--- src/verilog/ecc_params.svh ---
// memory window start address, depth in words and error counter width
`ifndef ECC_PARAMS_SVH
`define ECC_PARAMS_SVH

// byte address of the first word of the scratchpad
`define CCM_SADR 32'hF004_0000

// number of 32-bit words, window size is four times this and a power of two
`define CCM_DEPTH 64

// width of the single and double error counters
`define ERR_CNT_W 16

`endif

--- src/verilog/ecc_pkg.sv ---
// data, check-bit, index and codeword types plus the hamming parity masks
`include "ecc_params.svh"

package ecc_pkg;

   localparam int IDX_W = $clog2(`CCM_DEPTH);

   typedef logic [31:0]      data_t;
   typedef logic [6:0]       ecc_t;   // bit 6 overall parity, 5..0 hamming
   typedef logic [IDX_W-1:0] idx_t;   // word index, address bits above bit 1

   typedef struct packed {
      ecc_t  ecc;
      data_t data;
   } code_s;

   // one stored word, seen as fields by the codec and as a flat vector by
   // the injection and scrub paths
   typedef union packed {
      code_s       f;
      logic [38:0] flat;
   } code_u;

   // data bits covered by each hamming check bit
   localparam logic [5:0][31:0] H_MASK = {
      32'hFC00_0000,   // check bit 5
      32'h03FF_F800,   // check bit 4
      32'h03FC_07F0,   // check bit 3
      32'hE3C3_C78E,   // check bit 2
      32'h9B33_366D,   // check bit 1
      32'h56AA_AD5B    // check bit 0
   };

endpackage

--- src/verilog/ccm_rd_if.sv ---
// read result bundle from the memory bank to the response stage
interface ccm_rd_if;

   logic           valid;      // one cycle per read
   ecc_pkg::code_u code;       // raw stored codeword
   ecc_pkg::idx_t  idx;        // word index, returned for scrubbing
   logic           in_range;   // address hit the memory window

   // bank side drives the registered read
   modport bank (
      output valid,
      output code,
      output idx,
      output in_range
   );

   // response side decodes it
   modport resp (
      input valid,
      input code,
      input idx,
      input in_range
   );

endinterface

--- src/verilog/ecc_encode.sv ---
// SECDED check-bit generator for one 32-bit data word
module ecc_encode (
   input  ecc_pkg::data_t data,
   output ecc_pkg::ecc_t  ecc
);

   logic [5:0] ham;       // hamming check bits
   logic       overall;   // parity over data and hamming bits

   // six parity trees, each over its own subset of data bits
   always_comb begin
      for (int i = 0; i < 6; i++) begin
         ham[i] = ^(data & ecc_pkg::H_MASK[i]);
      end
   end

   // overall parity makes the whole 39-bit word even,
   // which separates single from double errors on decode
   assign overall = (^data) ^ (^ham);

   assign ecc = {overall, ham};

endmodule

--- src/verilog/ecc_decode.sv ---
// SECDED syndrome, single-bit correction and error classification
module ecc_decode (
   input  ecc_pkg::code_u code,
   output ecc_pkg::data_t data,
   output ecc_pkg::ecc_t  ecc,
   output logic           single_err,
   output logic           double_err
);

   logic [6:0]  chk;        // syndrome in 5..0, overall parity mismatch in 6
   logic [38:0] err_mask;   // one-hot flip for hamming positions 1..39
   logic [38:0] pos_in;     // word spread into hamming positions
   logic [38:0] pos_out;

   // recompute each check bit and compare with the stored one
   always_comb begin
      for (int i = 0; i < 6; i++) begin
         chk[i] = code.f.ecc[i] ^ (^(code.f.data & ecc_pkg::H_MASK[i]));
      end
      chk[6] = (^code.f.data) ^ (^code.f.ecc);
   end

   // odd overall parity means one bit flipped, even parity with a
   // nonzero syndrome means two
   assign single_err = (chk != 7'd0) &  chk[6];
   assign double_err = (chk != 7'd0) & ~chk[6];

   always_comb begin
      for (int i = 1; i < 40; i++) begin
         err_mask[i-1] = (chk[5:0] == 6'(i));
      end
   end

   // check bits sit at the power-of-two positions, overall parity on top
   assign pos_in = {code.f.ecc[6],
                    code.f.data[31:26],
                    code.f.ecc[5],
                    code.f.data[25:11],
                    code.f.ecc[4],
                    code.f.data[10:4],
                    code.f.ecc[3],
                    code.f.data[3:1],
                    code.f.ecc[2],
                    code.f.data[0],
                    code.f.ecc[1:0]};

   // only a single error is corrected, a double passes through as stored
   assign pos_out = single_err ? (pos_in ^ err_mask) : pos_in;

   // gather the data bits back out of the hamming positions
   assign data = {pos_out[37:32],
                  pos_out[30:16],
                  pos_out[14:8],
                  pos_out[6:4],
                  pos_out[2]};

   // syndrome zero with bad parity means the parity bit itself flipped
   assign ecc = {pos_out[38] ^ (chk == 7'b100_0000),
                 pos_out[31],
                 pos_out[15],
                 pos_out[7],
                 pos_out[3],
                 pos_out[1:0]};

endmodule

--- src/verilog/ccm_bank.sv ---
// codeword array with range check, write arbitration, error injection and registered read
`include "ecc_params.svh"

module ccm_bank (
   input  logic           clk,
   input  logic           rst_l,
   input  logic           wr_en,
   input  logic           rd_en,
   input  logic [31:0]    addr,
   input  ecc_pkg::data_t wdata,
   input  ecc_pkg::code_u inject,      // bits flipped on the stored word
   input  logic           fix_valid,   // scrub request from the response stage
   input  ecc_pkg::idx_t  fix_idx,
   input  ecc_pkg::code_u fix_code,
   output logic           addr_err_wr,
   ccm_rd_if.bank         rd
);

   // byte address bits that select a word inside the window
   localparam int          WIN_BITS = $clog2(`CCM_DEPTH * 4);
   localparam logic [31:0] SADR     = `CCM_SADR;

   ecc_pkg::code_u mem [`CCM_DEPTH];

   logic           in_range;
   ecc_pkg::idx_t  idx;
   ecc_pkg::ecc_t  wr_ecc;
   ecc_pkg::code_u host_code;
   logic           host_we;
   logic           scrub_we;
   ecc_pkg::idx_t  wr_idx;
   logic [38:0]    wr_word;

   // window is aligned to its size, so an upper bit compare is enough
   assign in_range = (addr[31:WIN_BITS] == SADR[31:WIN_BITS]);
   assign idx      = addr[WIN_BITS-1:2];

   ecc_encode i_enc (
      .data (wdata),
      .ecc  (wr_ecc)
   );

   always_comb begin
      host_code.f.data = wdata;
      host_code.f.ecc  = wr_ecc;
   end

   // one write port, a host write always beats a pending scrub
   assign host_we  = wr_en & in_range;
   assign scrub_we = fix_valid & ~wr_en;   // dropped even if the host write misses
   assign wr_idx   = wr_en ? idx : fix_idx;

   // the injection mask lands on the flat view, data and check bits alike
   assign wr_word  = wr_en ? (host_code.flat ^ inject.flat) : fix_code.flat;

   always_ff @(posedge clk) begin
      if (host_we | scrub_we) begin
         mem[wr_idx].flat <= wr_word;
      end
   end

   // read data is captured only when a read is issued
   always_ff @(posedge clk) begin
      if (rd_en) begin
         rd.code     <= mem[idx];
         rd.idx      <= idx;
         rd.in_range <= in_range;
      end
   end

   always_ff @(posedge clk or negedge rst_l) begin
      if (!rst_l) begin
         rd.valid    <= 1'b0;
         addr_err_wr <= 1'b0;
      end else begin
         rd.valid    <= rd_en;
         addr_err_wr <= wr_en & ~in_range;   // out of window write is dropped
      end
   end

endmodule

--- src/verilog/ccm_resp.sv ---
// read decode stage with registered response, saturating error counters and scrub request
`include "ecc_params.svh"

module ccm_resp (
   input  logic                  clk,
   input  logic                  rst_l,
   ccm_rd_if.resp                rd,
   output logic                  rd_valid,
   output ecc_pkg::data_t        rd_data,
   output logic                  single_err,
   output logic                  double_err,
   output logic                  rd_addr_err,
   output logic [`ERR_CNT_W-1:0] single_cnt,
   output logic [`ERR_CNT_W-1:0] double_cnt,
   output logic                  fix_valid,
   output ecc_pkg::idx_t         fix_idx,
   output ecc_pkg::code_u        fix_code
);

   ecc_pkg::data_t dec_data;
   ecc_pkg::ecc_t  dec_ecc;
   logic           dec_single;
   logic           dec_double;
   logic           hit;          // valid read inside the window
   logic           hit_single;
   logic           hit_double;

   // counter step that sticks at all ones
   function automatic logic [`ERR_CNT_W-1:0] sat_inc(
      input logic [`ERR_CNT_W-1:0] cnt,
      input logic                  inc
   );
      sat_inc = (inc && !(&cnt)) ? cnt + 1'b1 : cnt;
   endfunction

   ecc_decode i_dec (
      .code       (rd.code),
      .data       (dec_data),
      .ecc        (dec_ecc),
      .single_err (dec_single),
      .double_err (dec_double)
   );

   // error flags mean nothing for an address outside the window
   assign hit        = rd.valid & rd.in_range;
   assign hit_single = hit & dec_single;
   assign hit_double = hit & dec_double;

   always_ff @(posedge clk or negedge rst_l) begin
      if (!rst_l) begin
         rd_valid    <= 1'b0;
         rd_addr_err <= 1'b0;
         single_err  <= 1'b0;
         double_err  <= 1'b0;
         fix_valid   <= 1'b0;
         single_cnt  <= '0;
         double_cnt  <= '0;
      end else begin
         rd_valid    <= rd.valid;
         rd_addr_err <= rd.valid & ~rd.in_range;
         single_err  <= hit_single;
         double_err  <= hit_double;
         fix_valid   <= hit_single;   // write the corrected word back
         single_cnt  <= sat_inc(single_cnt, hit_single);
         double_cnt  <= sat_inc(double_cnt, hit_double);
      end
   end

   // response data is zero for an out of range read
   always_ff @(posedge clk) begin
      if (rd.valid) begin
         rd_data <= rd.in_range ? dec_data : '0;
      end
   end

   // scrub payload holds the corrected data and corrected check bits
   always_ff @(posedge clk) begin
      if (hit_single) begin
         fix_idx         <= rd.idx;
         fix_code.f.data <= dec_data;
         fix_code.f.ecc  <= dec_ecc;
      end
   end

endmodule

--- src/verilog/ccm_top.sv ---
// scratchpad top level joining the memory bank and the read response stage
`include "ecc_params.svh"

module ccm_top (
   input  logic                  clk,
   input  logic                  rst_l,
   input  logic                  wr_en,
   input  logic                  rd_en,
   input  logic [31:0]           addr,
   input  ecc_pkg::data_t        wdata,
   input  logic [38:0]           inject,   // 31..0 data, 38..32 check bits
   output logic                  rd_valid,
   output ecc_pkg::data_t        rd_data,
   output logic                  single_err,
   output logic                  double_err,
   output logic                  addr_err,
   output logic [`ERR_CNT_W-1:0] single_cnt,
   output logic [`ERR_CNT_W-1:0] double_cnt
);

   logic           fix_valid;
   ecc_pkg::idx_t  fix_idx;
   ecc_pkg::code_u fix_code;
   ecc_pkg::code_u inject_code;
   logic           rd_addr_err;
   logic           addr_err_wr;

   ccm_rd_if rd_bus ();

   assign inject_code.flat = inject;

   ccm_bank i_bank (
      .clk         (clk),
      .rst_l       (rst_l),
      .wr_en       (wr_en),
      .rd_en       (rd_en),
      .addr        (addr),
      .wdata       (wdata),
      .inject      (inject_code),
      .fix_valid   (fix_valid),
      .fix_idx     (fix_idx),
      .fix_code    (fix_code),
      .addr_err_wr (addr_err_wr),
      .rd          (rd_bus.bank)
   );

   ccm_resp i_resp (
      .clk         (clk),
      .rst_l       (rst_l),
      .rd          (rd_bus.resp),
      .rd_valid    (rd_valid),
      .rd_data     (rd_data),
      .single_err  (single_err),
      .double_err  (double_err),
      .rd_addr_err (rd_addr_err),
      .single_cnt  (single_cnt),
      .double_cnt  (double_cnt),
      .fix_valid   (fix_valid),
      .fix_idx     (fix_idx),
      .fix_code    (fix_code)
   );

   // one access per cycle, so the read and write flags never overlap
   assign addr_err = rd_addr_err | addr_err_wr;

endmodule

--- config.mk ---
export PLATFORM = sky130hd
export DESIGN_NAME = ccm_top
export DESIGN_NICKNAME = d
export VERILOG_FILES = /design/src/verilog/ecc_pkg.sv /design/src/verilog/ccm_rd_if.sv /design/src/verilog/ecc_encode.sv /design/src/verilog/ecc_decode.sv /design/src/verilog/ccm_bank.sv /design/src/verilog/ccm_resp.sv /design/src/verilog/ccm_top.sv
export VERILOG_INCLUDE_DIRS = /design/src /design/src/verilog
export SDC_FILE = /design/constraint.sdc
export NUM_CORES = 2
export LEC_CHECK = 0
export BUFFER_PORTS_ARGS = -buffer_cell sky130_fd_sc_hd__buf_2
export CORE_ASPECT_RATIO = 0.9
export CORE_MARGIN = 8
export CORE_UTILIZATION = 56
export DETAILED_ROUTE_END_ITERATION = 8
export PLACE_DENSITY = 0.76
export SLEW_MARGIN = 30
export SYNTH_ARGS = -nofsm -noshare
export SYNTH_HDL_FRONTEND = slang
export SYNTH_SLANG_ARGS = --single-unit
--- constraint.sdc ---
create_clock -name clk -period 4.9 [get_ports clk]
set_clock_uncertainty 0.1 [all_clocks]
set_input_delay 0.49 -clock clk [delete_from_list [all_inputs] [get_ports clk]]
set_output_delay 0.49 -clock clk [all_outputs]
set_load 0.005 [all_outputs]
# --- Word level (Yosys, flattened, before mapping) ---
# Memory sizes are Yosys's and may differ from the RTL's. A register that Yosys moved wholly into a read port is not among the register bits.
# Cells that the tools add are included.
# W data, S select, Z words.
totals:
  memories: 1
  ramBits: 2496
  reg_bits: 122
  elab_cells: 111
op_classes:
  n_reduce_logical: 23
  n_eq_ne: 41
  n_mux: 5
  bitwise_logic: 26
  addsub: 2
memory_table:
  columns: ["name", "depth", "word_bits", "read_ports", "rd_clocked_by_memory_dff", "write_ports", "line_no", "rtl"]
  rows:
  - ["i_bank.mem", 64, 39, 1, 1, 1, "ccm_bank.sv:23", "ecc_pkg::code_u mem [`CCM_DEPTH];"]
ops:
  columns: ["op", "count"]
  rows:
  - ["$reduce_xor A32 Y1", 14]
  - ["$eq A6 B5 Y1 const B", 16]
  - ["$mux W39", 2]
  - ["$xor A39 B39 Y39", 2]
  - ["$eq A6 B4 Y1 const B", 8]
  - ["$eq A6 B6 Y1 const B", 8]
  - ["$add A16 B1 Y16 const B", 2]
  - ["$reduce_and A16 Y1", 2]
  - ["$eq A24 B24 Y1 const B", 1]
  - ["$eq A6 B3 Y1 const B", 4]
  - ["$eq A6 B2 Y1 const B", 2]
  - ["$and A1 B1 Y1", 9]
  - ["$xor A1 B1 Y1", 9]
  - ["$eq A7 B7 Y1 const B", 1]
  - ["$reduce_bool A7 Y1", 1]
  - ["$reduce_xor A7 Y1", 1]
  - ["$eq A6 B1 Y1 const B", 1]
  - ["$mux W6", 1]
  - ["$reduce_xor A6 Y1", 1]
  - ["$not A1 Y1", 4]
  - ["$logic_and A1 B1 Y1", 2]
  - ["$logic_not A1 Y1", 2]
  - ["$mux W1", 2]
  - ["$or A1 B1 Y1", 2]

# --- Depth between registers and ports, before layout ---
depth:
  depth_word: 6
  mapped_depth: 9
  ltp_nobuf: 8

# --- Cells and area by module ---
# A second synthesis with hierarchy kept.
unflattened:
  hier_cells: 4718
  hier_area_um2: 103126.4
modules_own_cells:
  columns: ["mod", "cells_per_inst", "seq_area_each_um2", "area_per_inst_um2", "instances"]
  rows:
  - ["ccm_bank", 4211, 76383.3, 96735.3, 1]
  - ["ccm_resp", 264, 3213.1, 4232.8, 1]
  - ["ecc_decode", 185, 0.0, 1516.5, 1]
  - ["ecc_encode", 57, 0.0, 635.6, 1]
  - ["ccm_top", 1, 0.0, 6.3, 1]

# --- Worst setup path before layout ---
# Ideal clock, no wire load.
synth_timing:
  kind: "reg2reg"
  from: "register i_bank.rd.code[31], read port of i_bank.mem"
  to: "register i_resp.single_cnt[12]"
  path_slack_ps: 101
  period_less_slack_ps: 4799
  stages_incl_launch_ff: 9
  required_ps: 4675
  t_arrival_ps: 4574
  path_buffers: 0
  path_cell_list: "edfxtp_1 -> xnor3_1 -> xnor3_1 -> xnor2_1 -> xor3_2 -> xnor2_2 -> nor2_1 -> nand3_1 -> mux2_2"
synth_between:
  elab_chain_len: 6
  elab_cells_between_ends: 12
  cone_classes: "bitwise: 6; reduce/logical: 6"
synth_rtl:
  columns: ["item", "line_no", "rtl"]
  rows:
  - ["start: declaration", "ccm_rd_if.sv:12", "output code,"]
  - ["$reduce_xor A32 Y1, on equally long branches", "ecc_decode.sv:18, ecc_decode.sv:20", null]
  - ["$xor A1 B1 Y1, on equally long branches", "ecc_decode.sv:18, ecc_decode.sv:20", null]
  - ["$reduce_bool A7 Y1", "ecc_decode.sv:25", "assign single_err = (chk != 7'd0) & chk[6];"]
  - ["$and A1 B1 Y1 (*)", "ecc_decode.sv:25", null]
  - ["$and A1 B1 Y1 (*)", "ccm_resp.sv:46", "assign hit_single = hit & dec_single;"]
  - ["named net i_resp.hit_single", "ccm_resp.sv:25", "logic hit_single;"]
  - ["$logic_and A1 B1 Y1 (*)", "ccm_resp.sv:33", "sat_inc = (inc && !(&cnt)) ? cnt + 1'b1 : cnt;"]
  - ["end signal: assignment", "ccm_resp.sv:64", "single_cnt <= sat_inc(single_cnt, hit_single);"]
  - ["end: declaration", "ccm_resp.sv:13", "output logic [`ERR_CNT_W-1:0] single_cnt,"]
# The timed path passes the listed nets; every way through them passes the cells marked *.
# A chain may end at the register's enable or synchronous reset.

# --- Worst setup path after layout ---
layout_timing:
  from: "register i_bank.rd.code[21], read port of i_bank.mem"
  to: "register i_resp.double_cnt[14]"
layout_between:
  elab_chain_len: 6
  elab_cells_between_ends: 15
  cone_classes: "bitwise: 8; reduce/logical: 7"
layout_rtl:
  columns: ["item", "line_no", "rtl"]
  rows:
  - ["$reduce_xor A32 Y1, on equally long branches", "ecc_decode.sv:18, ecc_decode.sv:20", null]
  - ["$xor A1 B1 Y1, on equally long branches", "ecc_decode.sv:18, ecc_decode.sv:20", null]
  - ["$reduce_bool A7 Y1 / $not A1 Y1 (equally long branches)", "ecc_decode.sv:26", "assign double_err = (chk != 7'd0) & ~chk[6];"]
  - ["$and A1 B1 Y1 (*)", "ecc_decode.sv:26", null]
  - ["$and A1 B1 Y1 (*)", "ccm_resp.sv:47", "assign hit_double = hit & dec_double;"]
  - ["$logic_and A1 B1 Y1 (*)", "ccm_resp.sv:33", null]
  - ["end signal: assignment", "ccm_resp.sv:65", "double_cnt <= sat_inc(double_cnt, hit_double);"]
  - ["end: declaration", "ccm_resp.sv:14", "output logic [`ERR_CNT_W-1:0] double_cnt,"]
# Mark *: on every way between the ends. The rest lies on a longest branch, timed or not.

==> flow_summary.ini <==
[cells_and_area]
mostFrequentLayoutCells = 2,619 x edfxtp_1, 756 x mux4_2, 239 x clkbuf_16
layout_commonest_cell = edfxtp_1
syn_to_final_growth_pct = 13.60
stdcell_count = 7507
fill_cells = 11470
fin_nets = 4992
final_cell_area_um2 = 117100
final_util_pct = 63.98
drive_above_1_share_pct = 31.90

[floorplan]
fp.coreArea_um2 = 183100
die_area_um2 = 198100
initial_core_util_pct = 56.32
die-height_um = 423.1
ioPinCount = 175
fp.dieW_um = 468.3
fp-row-count = 149

[logic_synthesis]
syn_area_per_cell_um2 = 23.12
synth_cell_types = 55
synth_seq_cells = 2657
ys.flop_type = edfxtp_1
synth_edf_count = 2619
synth_area_um2 = 103100
async_flop_share_pct = 1.430
synth_fp_nets = 4568
postSynthCellCount = 4459
ys.warnings.count = 0
ys_seq_area_share_pct = 77.20

[hold_path]
hold_class = primary input to flop

[clock_network]
clkTransAtPathRegs_ns = 0.07
insertion_delay_ns = 0.88
cts_setup_buffers = 0
h-tree-depth = 4
clockBufferDepth = 3
cts_sinks = 2657
cts_buffers = 235
root_buffer = clkbuf_16
cts_tree = done

[setup_path]
critPathArrivalTime_ns = 4.60
cp_slowest_stage_delay_ns = 0.61
path_class = flop to flop
cp-end-kind = flop
path_cells = xnor2_1 -> xnor2_1 -> xnor3_1 -> xnor2_2 -> nand2_1 -> o311ai_4 -> buf_4 -> nor2b_1 -> o22a_1
worst-path-buf-inv = 1
critPathLaunchType = flop
slowest_stage = o311ai_4
crit_required_ns = 5.54
crit_fanout = 15
cpMostUsedCell = xnor2_1
critPathTopFamily = XOR/XNOR gates
rrSetupSlack_ns = 0.94

[placement]
dp_hpwl_mm = 144.2
port-buffer-count = 172
finalWeightedCongestion = 0.8841
dp_cells = 7055
postPlaceCellArea_um2 = 109500

[route]
via_count = 50450
wl_mm = 264.4
drtPass1Iterations = 6
route.detailed.drc = 0
via_per_inst = 6.720
wire_per_inst_um = 35.23
ant_nets = 0
drt_iter0_markers = 7258

[global_route]
grt_pass1_wl_mm = 371.8
grt_overflow = 0
globalRouteTotalUtil_pct = 26.38
grt_max_degree = 95
antenna_found_initial = 10
grt_pass1_vias = 51070

[timing]
rsz0062_at_grt = false
worst_pin_slew_ns = 0.9863
fin_crit_sh_pct = 80.77
maxSlewHeadroom_pct = 34.10
period_minus_slack_ns = 3.958
slew_violations = 0
setup-violations-final = 0
max_freq_mhz = 252.7
hold_viol_final = 0
fin_tns_setup_ns = 0

[power]
irDropWorstVdd_uv = 479.0
p_total_mw = 53.30
p_leak_nw = 36.93
power_density_nw_per_um2 = 455.1

[flow_run]
maxCapViolations = 0

[run_status]
status = finished, final reports clean
[synth_stat cells, types with 3 or more instances]
library cell  instances  share of area, %
a22oi_1              99              0.72
xnor2_1             139               1.2
a21oi_1              53              0.26
inv_1                 8             0.029
clkbuf_1            134              0.49
xor2_1               69              0.59
o211ai_1              4             0.029
xnor3_1              15              0.33
nand4_1               8             0.049
o21ai_0               3             0.015
o32ai_1               7             0.059
nor2b_1               7             0.042
or2_2                 3             0.018
and2_1               37              0.22
nand2b_1              3             0.018
mux2_2               10              0.11
mux4_2              756                17
nor4_1                3             0.018
a31oi_1               3             0.018
a211oi_1              5             0.036
nand2_1              99              0.36
and4_1                4             0.034
xnor2_2               4             0.063
dfrtp_1              38              0.92
buf_2                 6             0.029
mux2i_1              12              0.12
and3_1                7             0.042
edfxtp_1           2619                76
buf_1                70              0.25
a311oi_1              3             0.025
nor3_1               20             0.097
nor2_1              148              0.54
nand3_1              36              0.17
[layer usage]
layer  global-route usage, %  part of all wire [%]  vias to the layer above
met4                   9.122                   3.9                        2
met5                       0                0.0068                        -
li1                        -                     -                    19740
met1                   36.31                    35                    26470
met2                   42.03                    48                     3656
met3                   6.331                    13                      588
[through the flow]
step	hold slack, ns	setup WS [ns]
final	0.1088	0.9421
after global routing	0.1021	0.7992
after CTS	0.06060	0.9822
after detailed placement	0.3080	0.9308
after global placement	0.3024	0.8503
after floorplan	0.09441	0.1010
[cells by family after synthesis]
logic type                 synth area share [%]
buffers and inverters                    0.8118
muxes                                     16.76
xor gates and xnor gates                  2.228
DFF                                       77.20
and+or+nand+nor                           1.746
adders and majority gates               0.02427
AOI/OAI and AO/OA                         1.230
[layout make-up]
class / count / area, µm² / area share, %
Timing Repair Buffer: 398 / 3406 / 2.908
Multi-Input combinational cell: 1583 / 23580 / 20.13
Antenna cell: 6 / 15.01 / 0.01282
Clock buffer: 281 / 6136 / 5.238
Sequential cell: 2657 / 79600 / 67.96
Clock inverter: 158 / 1333 / 1.138
Tap cell: 2416 / 3023 / 2.581
Inverter: 8 / 37.54 / 0.03205
[final timing paths]
kind                                    start               endpoint  depth (start not counted)
hold reg to reg              i_bank.rd.idx[0]      i_resp.fix_idx[0]                          0
min in group asynchronous               rst_l  i_resp.double_cnt[12]                          2
setup reg to reg           i_bank.rd.code[21]  i_resp.double_cnt[14]                          9
setup / recovery           i_bank.rd.code[21]  i_resp.double_cnt[14]                          9
max in group asynchronous               rst_l        i_bank.rd.valid                          2
hold / removal                       addr[19]     i_bank.addr_err_wr                          6
[registers in the layout, summed over array words and instances, names as in the netlist, 6 cells and up]
| register | cells |
|---|---|
| i_bank.rd.idx | 6 |
| i_resp.double_cnt | 16 |
| i_bank.mem | 2496 |
| i_resp.fix_code | 39 |
| i_resp.fix_idx | 6 |
| i_bank.rd.code | 39 |
| i_resp.rd_data | 32 |
| i_resp.single_cnt | 16 |
[worst min-delay path, delay by kind of cell]
family | cells | cell delay (ns)
and+or+nand+nor | 4 | 0.27
buffers and inverters | 2 | 0.26
[repair_timing]
item | in CTS | in global routing
hold buffers | 2 | 0
gates resized for setup | 0 | 0
endpoints found under the hold margin | 39 | 0
[where the power goes]
part           switching [mW]  total (mW)  internal, mW
Sequential              0.240        28.0          27.7
Combinational            5.23        7.28          2.05
Clock                    8.15        18.1          9.92
(Power assumes the default switching activity.)
